## src/hw/spi_defs.svh

```systemverilog
`ifndef SPI_DEFS_SVH
`define SPI_DEFS_SVH

// size of each bit memory in bytes
`define SPI_MEM_BYTES 2

`define SPI_CONF_REGS 8
`define SPI_ADDR_TX_BASE (`SPI_CONF_REGS)
`define SPI_ADDR_RX_BASE (`SPI_ADDR_TX_BASE + `SPI_MEM_BYTES)
`define SPI_DEF_BITS (8 * `SPI_MEM_BYTES)

`define SPI_ADDR_RST 0     // write only, soft reset
`define SPI_ADDR_START 1   // write starts, read returns done
`define SPI_ADDR_BITS_HI 3
`define SPI_ADDR_BITS_LO 4
`define SPI_ADDR_WAIT_HI 5
`define SPI_ADDR_WAIT_LO 6
`define SPI_ADDR_REPEAT 7
`endif

```

## src/hw/spi_pkg.sv

```systemverilog
package spi_pkg;

  // one bus cycle, write strobe is a single clock wide
  typedef struct packed {
    logic [15:0] addr;
    logic [7:0]  wdata;
    logic        we;
  } bus_req_t;

  // frame setup as used by the sequencer
  typedef struct packed {
    logic [15:0] bit_cnt;   // active bits per frame
    logic [15:0] wait_cnt;  // idle cycles after the active bits
    logic [7:0]  rep_cnt;   // number of frames, zero runs forever
  } spi_conf_t;

  // per-cycle frame control from the sequencer
  typedef struct packed {
    logic        en;         // internal enable, high for the active bits
    logic        capture;    // sample SDO into the receive memory
    logic [15:0] bit_index;  // serial bit position within the pattern
    logic        load;       // end of frame, one cycle wide
  } frame_ctl_t;

endpackage

```

## src/hw/spi_bit_mem.sv

```systemverilog
`include "spi_defs.svh"

module spi_bit_mem #(
  parameter int BASE = 0
) (
  input  logic        SPI_CLK,
  input  logic        bus_we,
  input  logic [15:0] bus_addr,
  input  logic [7:0]  bus_wdata,
  output logic [7:0]  bus_rdata,
  input  logic        ser_we,
  input  logic [15:0] ser_index,
  input  logic        ser_wbit,
  output logic        ser_rbit
);

  localparam int AW = (`SPI_MEM_BYTES > 1) ? $clog2(`SPI_MEM_BYTES) : 1;

  logic [7:0]  mem [`SPI_MEM_BYTES];
  logic [15:0] bus_off;
  logic        bus_ok;
  logic [12:0] ser_byte;
  logic [2:0]  ser_bit;
  logic        ser_ok;

  assign bus_off = bus_addr - 16'(BASE);  // addresses below the base wrap out of range
  assign bus_ok  = bus_off < `SPI_MEM_BYTES;

  // serial bit k sits in byte k/8, counted from the top bit down
  assign ser_byte = ser_index[15:3];
  assign ser_bit  = ~ser_index[2:0];
  assign ser_ok   = ser_byte < `SPI_MEM_BYTES;

  assign bus_rdata = bus_ok ? mem[bus_off[AW-1:0]] : 8'd0;
  assign ser_rbit  = ser_ok ? mem[ser_byte[AW-1:0]][ser_bit] : 1'b0;

  always_ff @(posedge SPI_CLK) begin
    if (bus_we && bus_ok) begin
      mem[bus_off[AW-1:0]] <= bus_wdata;
    end
    if (ser_we && ser_ok) begin
      mem[ser_byte[AW-1:0]][ser_bit] <= ser_wbit;
    end
  end

endmodule

```

## src/hw/spi_regs.sv

```systemverilog
`include "spi_defs.svh"

module spi_regs
  import spi_pkg::*;
(
  input  logic      SPI_CLK,
  input  logic      RST_SYNC,
  input  bus_req_t  bus,
  input  logic [7:0] tx_byte,
  input  logic [7:0] rx_byte,
  input  logic      done,
  output logic [7:0] rdata,
  output spi_conf_t conf,
  output logic      start,
  output logic      seq_clr,
  output logic      tx_we
);

  logic soft_rst;
  logic tx_sel;
  logic rx_sel;

  assign soft_rst = bus.we && (bus.addr == `SPI_ADDR_RST);
  assign start    = bus.we && (bus.addr == `SPI_ADDR_START);
  assign seq_clr  = RST_SYNC || soft_rst;  // soft reset clears the same state as reset

  assign tx_sel = (bus.addr >= `SPI_ADDR_TX_BASE) && (bus.addr < `SPI_ADDR_RX_BASE);
  assign rx_sel = (bus.addr >= `SPI_ADDR_RX_BASE) &&
                  (bus.addr < `SPI_ADDR_RX_BASE + `SPI_MEM_BYTES);
  assign tx_we  = bus.we && tx_sel;

  always_ff @(posedge SPI_CLK) begin
    if (seq_clr) begin
      conf.bit_cnt  <= 16'(`SPI_DEF_BITS);
      conf.wait_cnt <= 16'd0;
      conf.rep_cnt  <= 8'd1;
    end else if (bus.we) begin
      case (bus.addr)
        `SPI_ADDR_BITS_HI: begin
          conf.bit_cnt[15:8] <= bus.wdata;
        end
        `SPI_ADDR_BITS_LO: begin
          conf.bit_cnt[7:0] <= bus.wdata;
        end
        `SPI_ADDR_WAIT_HI: begin
          conf.wait_cnt[15:8] <= bus.wdata;
        end
        `SPI_ADDR_WAIT_LO: begin
          conf.wait_cnt[7:0] <= bus.wdata;
        end
        `SPI_ADDR_REPEAT: begin
          conf.rep_cnt <= bus.wdata;
        end
        default: begin
        end
      endcase
    end
  end

  // address 0 and 2 fall through to zero
  always_comb begin
    rdata = 8'd0;
    if (tx_sel) begin
      rdata = tx_byte;
    end else if (rx_sel) begin
      rdata = rx_byte;
    end else if (bus.addr < `SPI_CONF_REGS) begin
      case (bus.addr)
        `SPI_ADDR_START: begin
          rdata = {7'd0, done};
        end
        `SPI_ADDR_BITS_HI: begin
          rdata = conf.bit_cnt[15:8];
        end
        `SPI_ADDR_BITS_LO: begin
          rdata = conf.bit_cnt[7:0];
        end
        `SPI_ADDR_WAIT_HI: begin
          rdata = conf.wait_cnt[15:8];
        end
        `SPI_ADDR_WAIT_LO: begin
          rdata = conf.wait_cnt[7:0];
        end
        `SPI_ADDR_REPEAT: begin
          rdata = conf.rep_cnt;
        end
        default: begin
          rdata = 8'd0;
        end
      endcase
    end
  end

endmodule

```

## src/hw/spi_sequencer.sv

```systemverilog
module spi_sequencer
  import spi_pkg::*;
(
  input  logic       SPI_CLK,
  input  logic       seq_clr,
  input  logic       start,
  input  spi_conf_t  conf,
  output frame_ctl_t frame,
  output logic       done
);

  logic [15:0] cnt;       // 1 .. bits+wait while a frame runs, 0 when idle
  logic [7:0]  rep_cnt;   // number of the frame in progress
  logic        en;
  logic [15:0] stop_cnt;
  logic        at_stop;
  logic        at_end;
  logic        final_frame;
  logic        rep_start;
  logic [2:0]  ld_sh;
  logic [2:0]  last_sh;

  assign stop_cnt    = conf.bit_cnt + conf.wait_cnt;
  assign at_stop     = (cnt != 16'd0) && (cnt >= stop_cnt);
  assign at_end      = en && (cnt >= conf.bit_cnt);  // last active cycle
  assign final_frame = (conf.rep_cnt != 8'd0) && (rep_cnt >= conf.rep_cnt);
  assign rep_start   = at_stop && !final_frame;

  always_ff @(posedge SPI_CLK) begin
    if (seq_clr) begin
      cnt <= 16'd0;
      en  <= 1'b0;
    end else if (start || rep_start) begin
      cnt <= 16'd1;  // a start in the middle of a frame restarts it
      en  <= 1'b1;
    end else begin
      if (at_end || at_stop) begin
        en <= 1'b0;
      end
      if (at_stop) begin
        cnt <= 16'd0;
      end else if (cnt != 16'd0) begin
        cnt <= cnt + 16'd1;
      end
    end
  end

  always_ff @(posedge SPI_CLK) begin
    if (seq_clr || start) begin
      rep_cnt <= 8'd1;
    end else if (at_stop) begin
      rep_cnt <= rep_cnt + 8'd1;  // wraps harmlessly when repeating forever
    end
  end

  // The end of the active bits travels three cycles before it becomes the load
  // pulse. This keeps one load per frame even when the wait count is zero and
  // the enable never drops between repeats
  always_ff @(posedge SPI_CLK) begin
    if (seq_clr) begin
      ld_sh <= 3'd0;
    end else begin
      ld_sh <= {ld_sh[1:0], at_end};
    end
  end

  always_ff @(posedge SPI_CLK) begin
    if (seq_clr || start) begin
      last_sh <= 3'd0;
    end else begin
      last_sh <= {last_sh[1:0], at_end && final_frame};
    end
  end

  always_ff @(posedge SPI_CLK) begin
    if (seq_clr || start) begin
      done <= 1'b0;
    end else if (ld_sh[2] && last_sh[2]) begin
      done <= 1'b1;  // rises with the last SLD at the pins
    end
  end

  assign frame.en        = en;
  assign frame.capture   = en;  // SCLK rises at the end of every enabled cycle
  assign frame.bit_index = cnt - 16'd1;
  assign frame.load      = ld_sh[2];

endmodule

```

## src/hw/spi_pins.sv

```systemverilog
module spi_pins
  import spi_pkg::*;
(
  input  logic       SPI_CLK,
  input  logic       seq_clr,
  input  frame_ctl_t frame,
  input  logic       tx_bit,
  output logic       SCLK,
  output logic       SDI,
  output logic       SEN,
  output logic       SLD
);

  // data and enable change while the clock is low, half a cycle before SCLK rises
  always_ff @(negedge SPI_CLK) begin
    if (seq_clr) begin
      SDI <= 1'b0;
      SEN <= 1'b0;
    end else begin
      SDI <= frame.en & tx_bit;
      SEN <= frame.en;
    end
  end

  always_ff @(posedge SPI_CLK) begin
    if (seq_clr) begin
      SLD <= 1'b0;
    end else begin
      SLD <= frame.load;
    end
  end

  assign SCLK = SPI_CLK & SEN;  // SEN only moves while SPI_CLK is low, so no glitch

endmodule

```

## src/hw/spi_master.sv

```systemverilog
`include "spi_defs.svh"

module spi_master
  import spi_pkg::*;
(
  input  logic       SPI_CLK,
  input  logic       RST_SYNC,
  input  bus_req_t   bus,
  input  logic       SDO,
  output logic [7:0] rdata,
  output logic       SCLK,
  output logic       SDI,
  output logic       SEN,
  output logic       SLD
);

  spi_conf_t  conf;
  frame_ctl_t frame;
  logic       start;
  logic       seq_clr;
  logic       tx_we;
  logic       done;
  logic [7:0] tx_byte;
  logic [7:0] rx_byte;
  logic       tx_bit;

  spi_regs u_regs (
    .SPI_CLK (SPI_CLK),
    .RST_SYNC(RST_SYNC),
    .bus     (bus),
    .tx_byte (tx_byte),
    .rx_byte (rx_byte),
    .done    (done),
    .rdata   (rdata),
    .conf    (conf),
    .start   (start),
    .seq_clr (seq_clr),
    .tx_we   (tx_we)
  );

  // transmit pattern, written from the bus and read bit by bit
  spi_bit_mem #(.BASE(`SPI_ADDR_TX_BASE)) tx_mem (
    .SPI_CLK  (SPI_CLK),
    .bus_we   (tx_we),
    .bus_addr (bus.addr),
    .bus_wdata(bus.wdata),
    .bus_rdata(tx_byte),
    .ser_we   (1'b0),
    .ser_index(frame.bit_index),
    .ser_wbit (1'b0),
    .ser_rbit (tx_bit)
  );

  // receive capture, filled from SDO and read back on the bus only
  spi_bit_mem #(.BASE(`SPI_ADDR_RX_BASE)) rx_mem (
    .SPI_CLK  (SPI_CLK),
    .bus_we   (1'b0),
    .bus_addr (bus.addr),
    .bus_wdata(8'd0),
    .bus_rdata(rx_byte),
    .ser_we   (frame.capture),
    .ser_index(frame.bit_index),
    .ser_wbit (SDO),
    .ser_rbit ()
  );

  spi_sequencer u_seq (
    .SPI_CLK(SPI_CLK),
    .seq_clr(seq_clr),
    .start  (start),
    .conf   (conf),
    .frame  (frame),
    .done   (done)
  );

  spi_pins u_pins (
    .SPI_CLK(SPI_CLK),
    .seq_clr(seq_clr),
    .frame  (frame),
    .tx_bit (tx_bit),
    .SCLK   (SCLK),
    .SDI    (SDI),
    .SEN    (SEN),
    .SLD    (SLD)
  );

endmodule

```

## config.mk

```make
export PLATFORM = sky130hd
export DESIGN_NAME = spi_master
export DESIGN_NICKNAME = d
export VERILOG_FILES = /design/src/hw/spi_pkg.sv /design/src/hw/spi_bit_mem.sv /design/src/hw/spi_regs.sv /design/src/hw/spi_sequencer.sv /design/src/hw/spi_pins.sv /design/src/hw/spi_master.sv
export VERILOG_INCLUDE_DIRS = /design/src /design/src/hw
export SDC_FILE = /design/constraint.sdc
export NUM_CORES = 1
export LEC_CHECK = 0
export ABC_AREA = 1
export BUFFER_PORTS_ARGS = -buffer_cell sky130_fd_sc_hd__clkbuf_2
export CORE_MARGIN = 10
export CORE_UTILIZATION = 47
export DETAILED_ROUTE_END_ITERATION = 16
export GPL_ROUTABILITY_DRIVEN = 0
export PLACE_DENSITY_LB_ADDON = 0.05
export SLEW_MARGIN = 20
export SYNTH_ARGS = -nofsm -noshare
export SYNTH_HDL_FRONTEND = slang
export SYNTH_SLANG_ARGS = --single-unit
```

## constraint.sdc

```tcl
create_clock -name SPI_CLK -period 7.4 [get_ports SPI_CLK]
set_input_delay 0 -clock SPI_CLK [delete_from_list [all_inputs] [get_ports SPI_CLK]]
set_output_delay 0 -clock SPI_CLK [all_outputs]
set_load 0.02 [all_outputs]
```

* After elaboration in Yosys (flattened, before gate mapping)
Memories as Yosys holds them, arrays and structs flattened.
Index checks and enable logic that the tools add are counted.
** Word-level totals
- Bits in registers :: 75
- RAM bits :: 32
- Output and inout bits :: 12
- Logic and storage cells :: 95
- Memories kept :: 2
** Memories
- rx_mem.mem :: words 2, bits a word 8, read ports 1, clocked after Yosys merged registers in 0, write ports 1, line spi_bit_mem.sv:19 : logic [7:0] mem [`SPI_MEM_BYTES];
- tx_mem.mem :: words 2, bits a word 8, read ports 2, clocked after Yosys merged registers in 0, write ports 1, line spi_bit_mem.sv:19
** Cells by class
- $add $sub $neg :: 6
- $lt $le $gt $ge :: 13
- Equal/unequal tests :: 6
- Multiplexer cells :: 20
- Bitwise logic cells :: 3
- Reductions and logical operators :: 30
** Operators with widths (count)
- 16-bit by 3-bit == test with 1-bit output (second input constant) :: 4
- 16-bit by 4-bit less-than comparator with 1-bit output (second input constant) :: 3
- 8-bit 2-to-1 mux :: 6
- 8-bit one-hot mux with 6 select lines :: 1
- 16-bit >= comparator :: 2
- 16-bit by 4-bit >= comparator with 1-bit output (second input constant) :: 2
- 16-bit by 2-bit less-than comparator with 1-bit output (second input constant) :: 2
- 16-bit by 4-bit subtractor with 16-bit output (second input constant) :: 2
- 16-bit by 1-bit adder with 16-bit output (second input constant) :: 1
- 16-bit adder :: 1
- 16-bit by 1-bit == test with 1-bit output (second input constant) :: 1
- 16-bit by 2-bit == test with 1-bit output (second input constant) :: 1
- 16-bit logical NOT :: 1
- 16-bit nonzero test :: 1
- 16-bit by 1-bit subtractor with 16-bit output (second input constant) :: 1
- 1-bit logical AND :: 14
- 13-bit by 2-bit less-than comparator with 1-bit output (second input constant) :: 1
- 1-bit 2-to-1 mux :: 11
- 2-bit AND reduction :: 5
- 8-bit by 1-bit adder with 8-bit output (second input constant) :: 1
- 8-bit >= comparator :: 1
- 8-bit nonzero test :: 1
- 1-bit logical OR :: 4
- 3-bit by 4-bit less-than comparator with 1-bit output (second input constant) :: 1
- 9 further kinds :: 10

* Logic depth before layout (Yosys ltp)
Gate-level depths: netlist of the first run.
- Word-level depth :: 7
- Gate-level depth with buffers :: 19
- Depth with buffers taken out :: 19

* Hierarchy
Synthesis of the first run repeated with hierarchy kept, for this count alone.
** Second synthesis, totals
- Cell total of the unflattened synthesis :: 1453
- Area, all modules :: 9442.8 µm²
** By module, submodules not included
- spi_sequencer :: times used 1, cells an instance 502, area each 3477.1 µm²
- spi_regs :: times used 1, cells an instance 426, area each 2517.4 µm²
- spi_bit_mem (tx_mem) :: times used 1, cells an instance 268, area each 1711.6 µm²
- spi_bit_mem (rx_mem) :: times used 1, cells an instance 244, area each 1636.6 µm²
- spi_pins :: times used 1, cells an instance 12, area each 96.3 µm²
- spi_master :: times used 1, cells an instance 1, area each 3.8 µm²

==> flow_summary_export.csv, run 1 <==
group,metric,value,unit
critical_path,reg2reg_to,"u_pins.SDI",
critical_path,crit_arrival,2.78,ns
timing,fin_tns_setup,0,ns
route,routed_wl,21.5,mm
worst_hold_path,holdPathEnd,"u_regs.conf[36]",
grt,grt_pass1_vias,6650,
die,initial_core_util,0.476,
logic_synthesis,synth_common_cells,"nand2_1 (232), inv_1 (130), nor2_1 (108), a21oi_1 (102), dfxtp_1 (75)",
critical_path,r2r-start,"u_seq.cnt[0]",
critical_path,reg2reg_depth,9,
logic_synthesis,ys_async_sr_fraction,0,
grt,gr-total-overflow,0,
die,ioPinCount,40,
die,core,15800,um^2
route,wl_per_cell,16.2,um
worst_hold_path,hold_path.class,"primary input to flop",
placed_design,portBuffers,39,
critical_path,critPathTopFamily,"XOR/XNOR gates",
timing,finalHoldViolations,0,
logic_synthesis,yosysMostFrequentCell,"nand2_1",
clock_network,clk_pin_slew,0.08,ns
logic_synthesis,yosys.area.top_type,"dfxtp_1",
timing,max_slew_margin,0.417,
worst_hold_path,min-delay-start,"RST_SYNC",
grt,grt_pass1_wl,35.0,mm
final_layout,final_nets,1198,
power,p_per_area,160,nW/um^2
power,leakage,3.69,nW
clock_network,post_cts_buffers,0,
route,ant_nets,0,
clock_network,clkLatencyLatePin,0.55,ns
route,vias,6994,
timing,drv_slew,0,
final_layout,fill_cells,1629,
worst_hold_path,whs_path_depth,4,
logic_synthesis,synth_nets,1159,
die,row_count,46,
timing,fin_skew,0.0785,ns
run_status,status,"finished clean",
timing,rsz0062_at_grt,"false",
logic_synthesis,yosysTopAreaCellShare,0.199,
logic_synthesis,synth_ff_type,"dfxtp_1",
critical_path,r2r_slack,1.38,ns
final_layout,area_delta_synth_final,10.7,%
critical_path,worstSetupPathType,"flop to flop",
logic_synthesis,ys_warn_count,0,
route,drt_iter0_drc,547,
critical_path,crit_cells,9,
critical_path,crit_required,4.17,ns
logic_synthesis,yosysSeqAreaShare,0.327,
critical_path,path_max_fanout,16,
logic_synthesis,syn-instance-count,1068,
logic_synthesis,synth_area_leaders,"dfxtp_1 (20%), edfxtp_1 (13%), nand2_1 (12%)",
grt,grt_max_degree,31,
placed_design,placed_area,7860,um^2
final_layout,antennaDiodeCount,0,
critical_path,path_cells,"inv_1, nand2_1, xor2_1, nand2_1, o211ai_1, nand2_1, nand2_1, nand2_1, nor3_1",
die,die_y,147,um
logic_synthesis,syn-cell-area,7540,um^2
critical_path,start_kind,"flop",
run,maxCapViolCount,0,
logic_synthesis,synth_cell_types,44,
grt,antenna_found_initial,0,
logic_synthesis,syn_avg_cell_area,7.06,um^2
critical_path,critPathBufInv,1,
grt,track_usage,0.201,
critical_path,crit_path_top_delay_cell,"xor2_1",
clock_network,tritoncts,"built",
final_layout,final_area,8340,um^2
timing,setup_violations,0,
route,drc,0,
timing,tightest_slew,0.871,ns
critical_path,max_stage_delay,0.71,ns
placed_design,hpwl,17.0,mm
route,dr.pass1.iters,5,
logic_synthesis,ys_ff_latch,107,
power,vdd_drop_max,0.0955,mV
die,dieArea,21500,um^2
logic_synthesis,synth-edff-count,32,
critical_path,cpMostUsedCell,"nand2_1",
final_layout,drive_above_1_share,0.102,
route,vias_per_cell,5.27,
critical_path,worst_setup_path_end_kind,"flop",
die,die_width,147,um
[state kept, by name, summed over array words and instances (netlist names), 3 cells and up]
register and count:
u_seq.cnt 16, u_regs.conf 40, rx_mem.mem 16, u_seq.last_sh 3
u_seq.ld_sh 3, u_seq.rep_cnt 8, tx_mem.mem 16
[timing repair]
action | in CTS | in global routing
hold buffers | 9 | 0
resized for setup | 0 | 0
setup endpoints to repair | 0 | 0
hold endpoints to repair | 68 | 0
[worst max path at each step]
stage	start	slack [ns]	endpoint
finish	u_seq.cnt[0]	1.38	u_pins.SDI
global route	u_seq.cnt[0]	1.12	u_pins.SDI
CTS	u_seq.cnt[0]	1.39	u_pins.SDI
detailed placement	u_seq.cnt[0]	1.36	u_pins.SDI
global placement	u_seq.cnt[0]	1.33	u_pins.SDI
floorplan	u_seq.cnt[0]	1.72	u_pins.SDI
[cell families (layout without fill, tap and decap cells)]
kind of cell             after synthesis  after routing  share of synthesized area
AND/OR/NAND/NOR                      506            506                      0.302
AO/OA/AOI/OAI                        202            202                      0.146
XOR/XNOR                              26             26                     0.0302
flip-flops                           107            107                      0.327
adder cells (fa/ha/maj)               63             63                      0.106
buffers and inverters                164            208                     0.0900
[cell usage in the layout (no fill, tap or decap), types with 3 or more instances in the layout]
master and n:
a21oi_1 102, a21oi_2 6, a31oi_1 6, clkbuf_16 12, clkbuf_2 39, dfxtp_1 75, dlygate4sd3_1 9, edfxtp_1 32
ha_1 62, inv_1 131, inv_2 8, nand2_1 232, nand2_2 5, nand3_1 61, nand3_2 3, nand4_1 38
nor2_1 108, nor2_2 18, nor2_4 7, nor3_1 22, o211ai_1 7, o21ai_0 55, o21ai_1 9, o21bai_1 3
o22ai_1 5, xnor2_1 8, xor2_1 18
[final cells by class]
type                       count  area [um^2]  area share
tap                          216          270      0.0324
multi-input combinational    797         4400       0.527
timing repair buffer          49          295      0.0354
sequential                   107         2460       0.295
inverter                     136          510      0.0612
clock inverter                10          100      0.0120
clock buffer                  13          305      0.0366
[per-stage QoR]
stage | utilization | worst slack, ns | power (mW) | cells | hold slack (ns)
detailed placement | 0.496 | 1.36 | 0.760 | 1299 | 0.218
global route | 0.527 | 1.12 | 1.39 | 1328 | 0.0655
CTS | 0.527 | 1.39 | 1.34 | 1328 | 0.0445
global placement | 0.496 | 1.33 | 0.759 | 1299 | 0.218
floorplan | - | 1.72 | 0.723 | 1068 | 0.0989
finish | 0.527 | 1.38 | 1.33 | 1328 | 0.0369
[worst min-delay path: cells and delay by family]
kind / cells / cell delay (ns)
AOI/OAI and AO/OA: 1 / 0.06
buffers and inverters: 2 / 0.12
and+or+nand+nor: 1 / 0.28
[layer usage]
metal	wire, um	track usage
met2	9490	0.310
met4	426	0.0606
met1	10300	0.273
met5	0	0
met3	1250	0.0433
[report_power, final]
group | total, mW | switching (mW) | internal, mW | leakage (nW)
Combinational | 0.143 | 0.100 | 0.0425 | 2.59
Sequential | 0.607 | 0.00348 | 0.604 | 0.891
Clock | 0.583 | 0.268 | 0.316 | 0.216
Total | 1.33 | 0.371 | 0.962 | 3.69
Power figures use the tool's default switching activity.
==> run 2, diff against run 1 <==
==> constraint.sdc (replaced) <==
create_clock -name SPI_CLK -period 4.8 [get_ports SPI_CLK]
set_input_delay 0 -clock SPI_CLK [delete_from_list [all_inputs] [get_ports SPI_CLK]]
set_output_delay 0 -clock SPI_CLK [all_outputs]
set_load 0.02 [all_outputs]
==> run 2 against run 1 <==
Clock-buffer cell count up 1; power up 54%; core utilization up 0.20 points; flip-flop and latch count unchanged; clock power up 51%; non-clock buffer count up 7; cell area up 0.38%; final cell count up 0.53%; via count down 0.29%; clock skew down 0.0037 ns; hold slack worse by 0.0065 ns.
==> flow_summary_export.csv, run 2 (synthesis results as in run 1) <==
group,metric,value,unit
critical_path,path_max_fanout,9,
placed_design,placed_cells,1306,
route,dr.pass1.iters,6,
run,maxCapViolCount,0,
grt,grt_pass1_vias,6477,
clock_network,clkLatencyLatePin,0.54,ns
critical_path,crit_required,2.87,ns
die,initial_core_util,0.476,
run_status,status,"finished clean",
worst_hold_path,hold_path.class,"primary input to flop",
power,p_per_area,245,nW/um^2
route,routed_wl,21.4,mm
grt,antenna_found_initial,0,
route,wl_met3,973,um
worst_hold_path,holdPathEnd,"u_seq.ld_sh[2]",
critical_path,max_stage_delay,0.38,ns
final_layout,drive_above_1_share,0.106,
grt,grt_max_degree,33,
critical_path,critPathBufInv,1,
die,ioPinCount,40,
route,wl_met1,10.2,mm
grt,track_usage,0.200,
critical_path,r2r_slack,0.56,ns
placed_design,hpwl,16.9,mm
grt,grt_pass1_wl,34.9,mm
die,row_count,46,
route,wl_per_cell,16.0,um
timing,rsz0062_at_grt,"false",
final_layout,area_delta_synth_final,11.1,%
final_layout,antennaDiodeCount,0,
critical_path,worstSetupPathType,"flop to flop",
die,die_width,147,um
final_layout,final_nets,1205,
timing,setup_violations,0,
timing,drv_slew,0,
timing,tightest_slew,0.771,ns
worst_hold_path,whs_path_depth,5,
critical_path,crit_arrival,2.31,ns
route,ant_nets,0,
critical_path,critPathTopFamily,"simple AND/OR/NAND/NOR gates",
route,drc,0,
timing,fin_tns_setup,0,ns
timing,finalHoldViolations,0,
critical_path,cpMostUsedCell,"nand2_1",
critical_path,reg2reg_to,"u_pins.SDI",
die,core,15800,um^2
die,die_y,147,um
route,vias_per_cell,5.22,
final_layout,regMostFlops,"u_regs.conf",
placed_design,portBuffers,39,
critical_path,crit_path_top_delay_cell,"dfxtp_1",
power,vdd_drop_max,0.170,mV
final_layout,largest_reg_flops,40,
route,vias,6974,
critical_path,path_cells,"inv_1, ha_1, nand3_1, nor2_1, nand2_1, nor3_2, nand2_1, nand2_1, nand2_1, nor3_1",
timing,max_slew_margin,0.484,
critical_path,r2r-start,"u_seq.cnt[1]",
clock_network,clk_pin_slew,0.08,ns
critical_path,reg2reg_depth,10,
final_layout,final_cell_mix,"nand2_1 (232), inv_1 (131), nor2_1 (108)",
critical_path,worst_setup_path_end_kind,"flop",
route,drt_iter0_drc,437,
final_layout,instances_no_fill,1335,
grt,gr-total-overflow,0,
final_layout,final_common_cell,"nand2_1",
worst_hold_path,min-delay-start,"RST_SYNC",
route,wl_met2,9.66,mm
route,highest_layer,"met4",
die,dieArea,21500,um^2
clock_network,tritoncts,"built",
power,leakage,3.71,nW
critical_path,start_kind,"flop",
timing,fin_skew,0.0748,ns
## run 2: cell count changes in the layout (fill, tap and decap cells not counted), sizes merged
cell      before  now
clkbuf        51   52
clkinv         3    1
inv          143  142
buf            2    9
clkinvlp       0    2
## run 2: cell type report
type                       instances  area, um^2
clock buffer                      14         330
sequential                       107        2460
tap                              216         270
timing repair buffer              56         348
inverter                         136         510
fill                            1631        7460
multi-input combinational        797        4400
clock inverter                     9        53.8
## run 2: repair_timing
| item | CTS | global route |
|---|---|---|
| buffers inserted | 0 | 0 |
| hold buffers | 9 | 0 |
| endpoints found under the hold margin | 72 | 0 |
| resized for setup | 0 | 0 |
## run 2: per-layer routing
metal,up-vias,global-route usage
met4,0,0.0691
li1,3651,-
met2,159,0.318
met1,3129,0.268
met5,-,0
met3,35,0.0328
## run 2: power breakdown
| group | internal, mW | switching [mW] |
|---|---|---|
| logic | 0.0733 | 0.161 |
| clock network | 0.495 | 0.385 |
| registers | 0.931 | 0.00230 |
| total | 1.50 | 0.548 |
## run 2: how the worst max path moves through the flow
stage                  from          to  slack [ns]  depth (start not counted)
5_1_grt        u_seq.cnt[1]  u_pins.SDI        0.31                         10
6_report       u_seq.cnt[1]  u_pins.SDI        0.56                         10
4_1_cts        u_seq.cnt[1]  u_pins.SDI        0.57                         10
3_5_place_dp   u_seq.cnt[1]  u_pins.SDI        0.53                         10
3_3_place_gp   u_seq.cnt[1]  u_pins.SDI        0.60                         10
2_1_floorplan  u_seq.cnt[0]  u_pins.SDI        0.42                         12
## run 2: metrics by stage
stage | total power, mW | worst slack, ns | util | area (um^2) | hold WS [ns]
global route | 2.13 | 0.309 | 0.529 | 8370 | 0.0653
CTS | 2.07 | 0.569 | 0.529 | 8370 | 0.0305
floorplan | 1.11 | 0.420 | - | 7540 | 0.0989
finish | 2.05 | 0.561 | 0.529 | 8370 | 0.0304
detailed placement | 1.18 | 0.531 | 0.500 | 7910 | 0.218
global placement | 1.18 | 0.599 | 0.500 | 7910 | 0.218
## run 2: worst register-to-register path: cells and delay by family, from the launching register on
kind          cells  cell delay, ns
simple gates      8            1.11
flops             1            0.38
fa+ha+maj         1            0.23
buf+inv           1            0.10
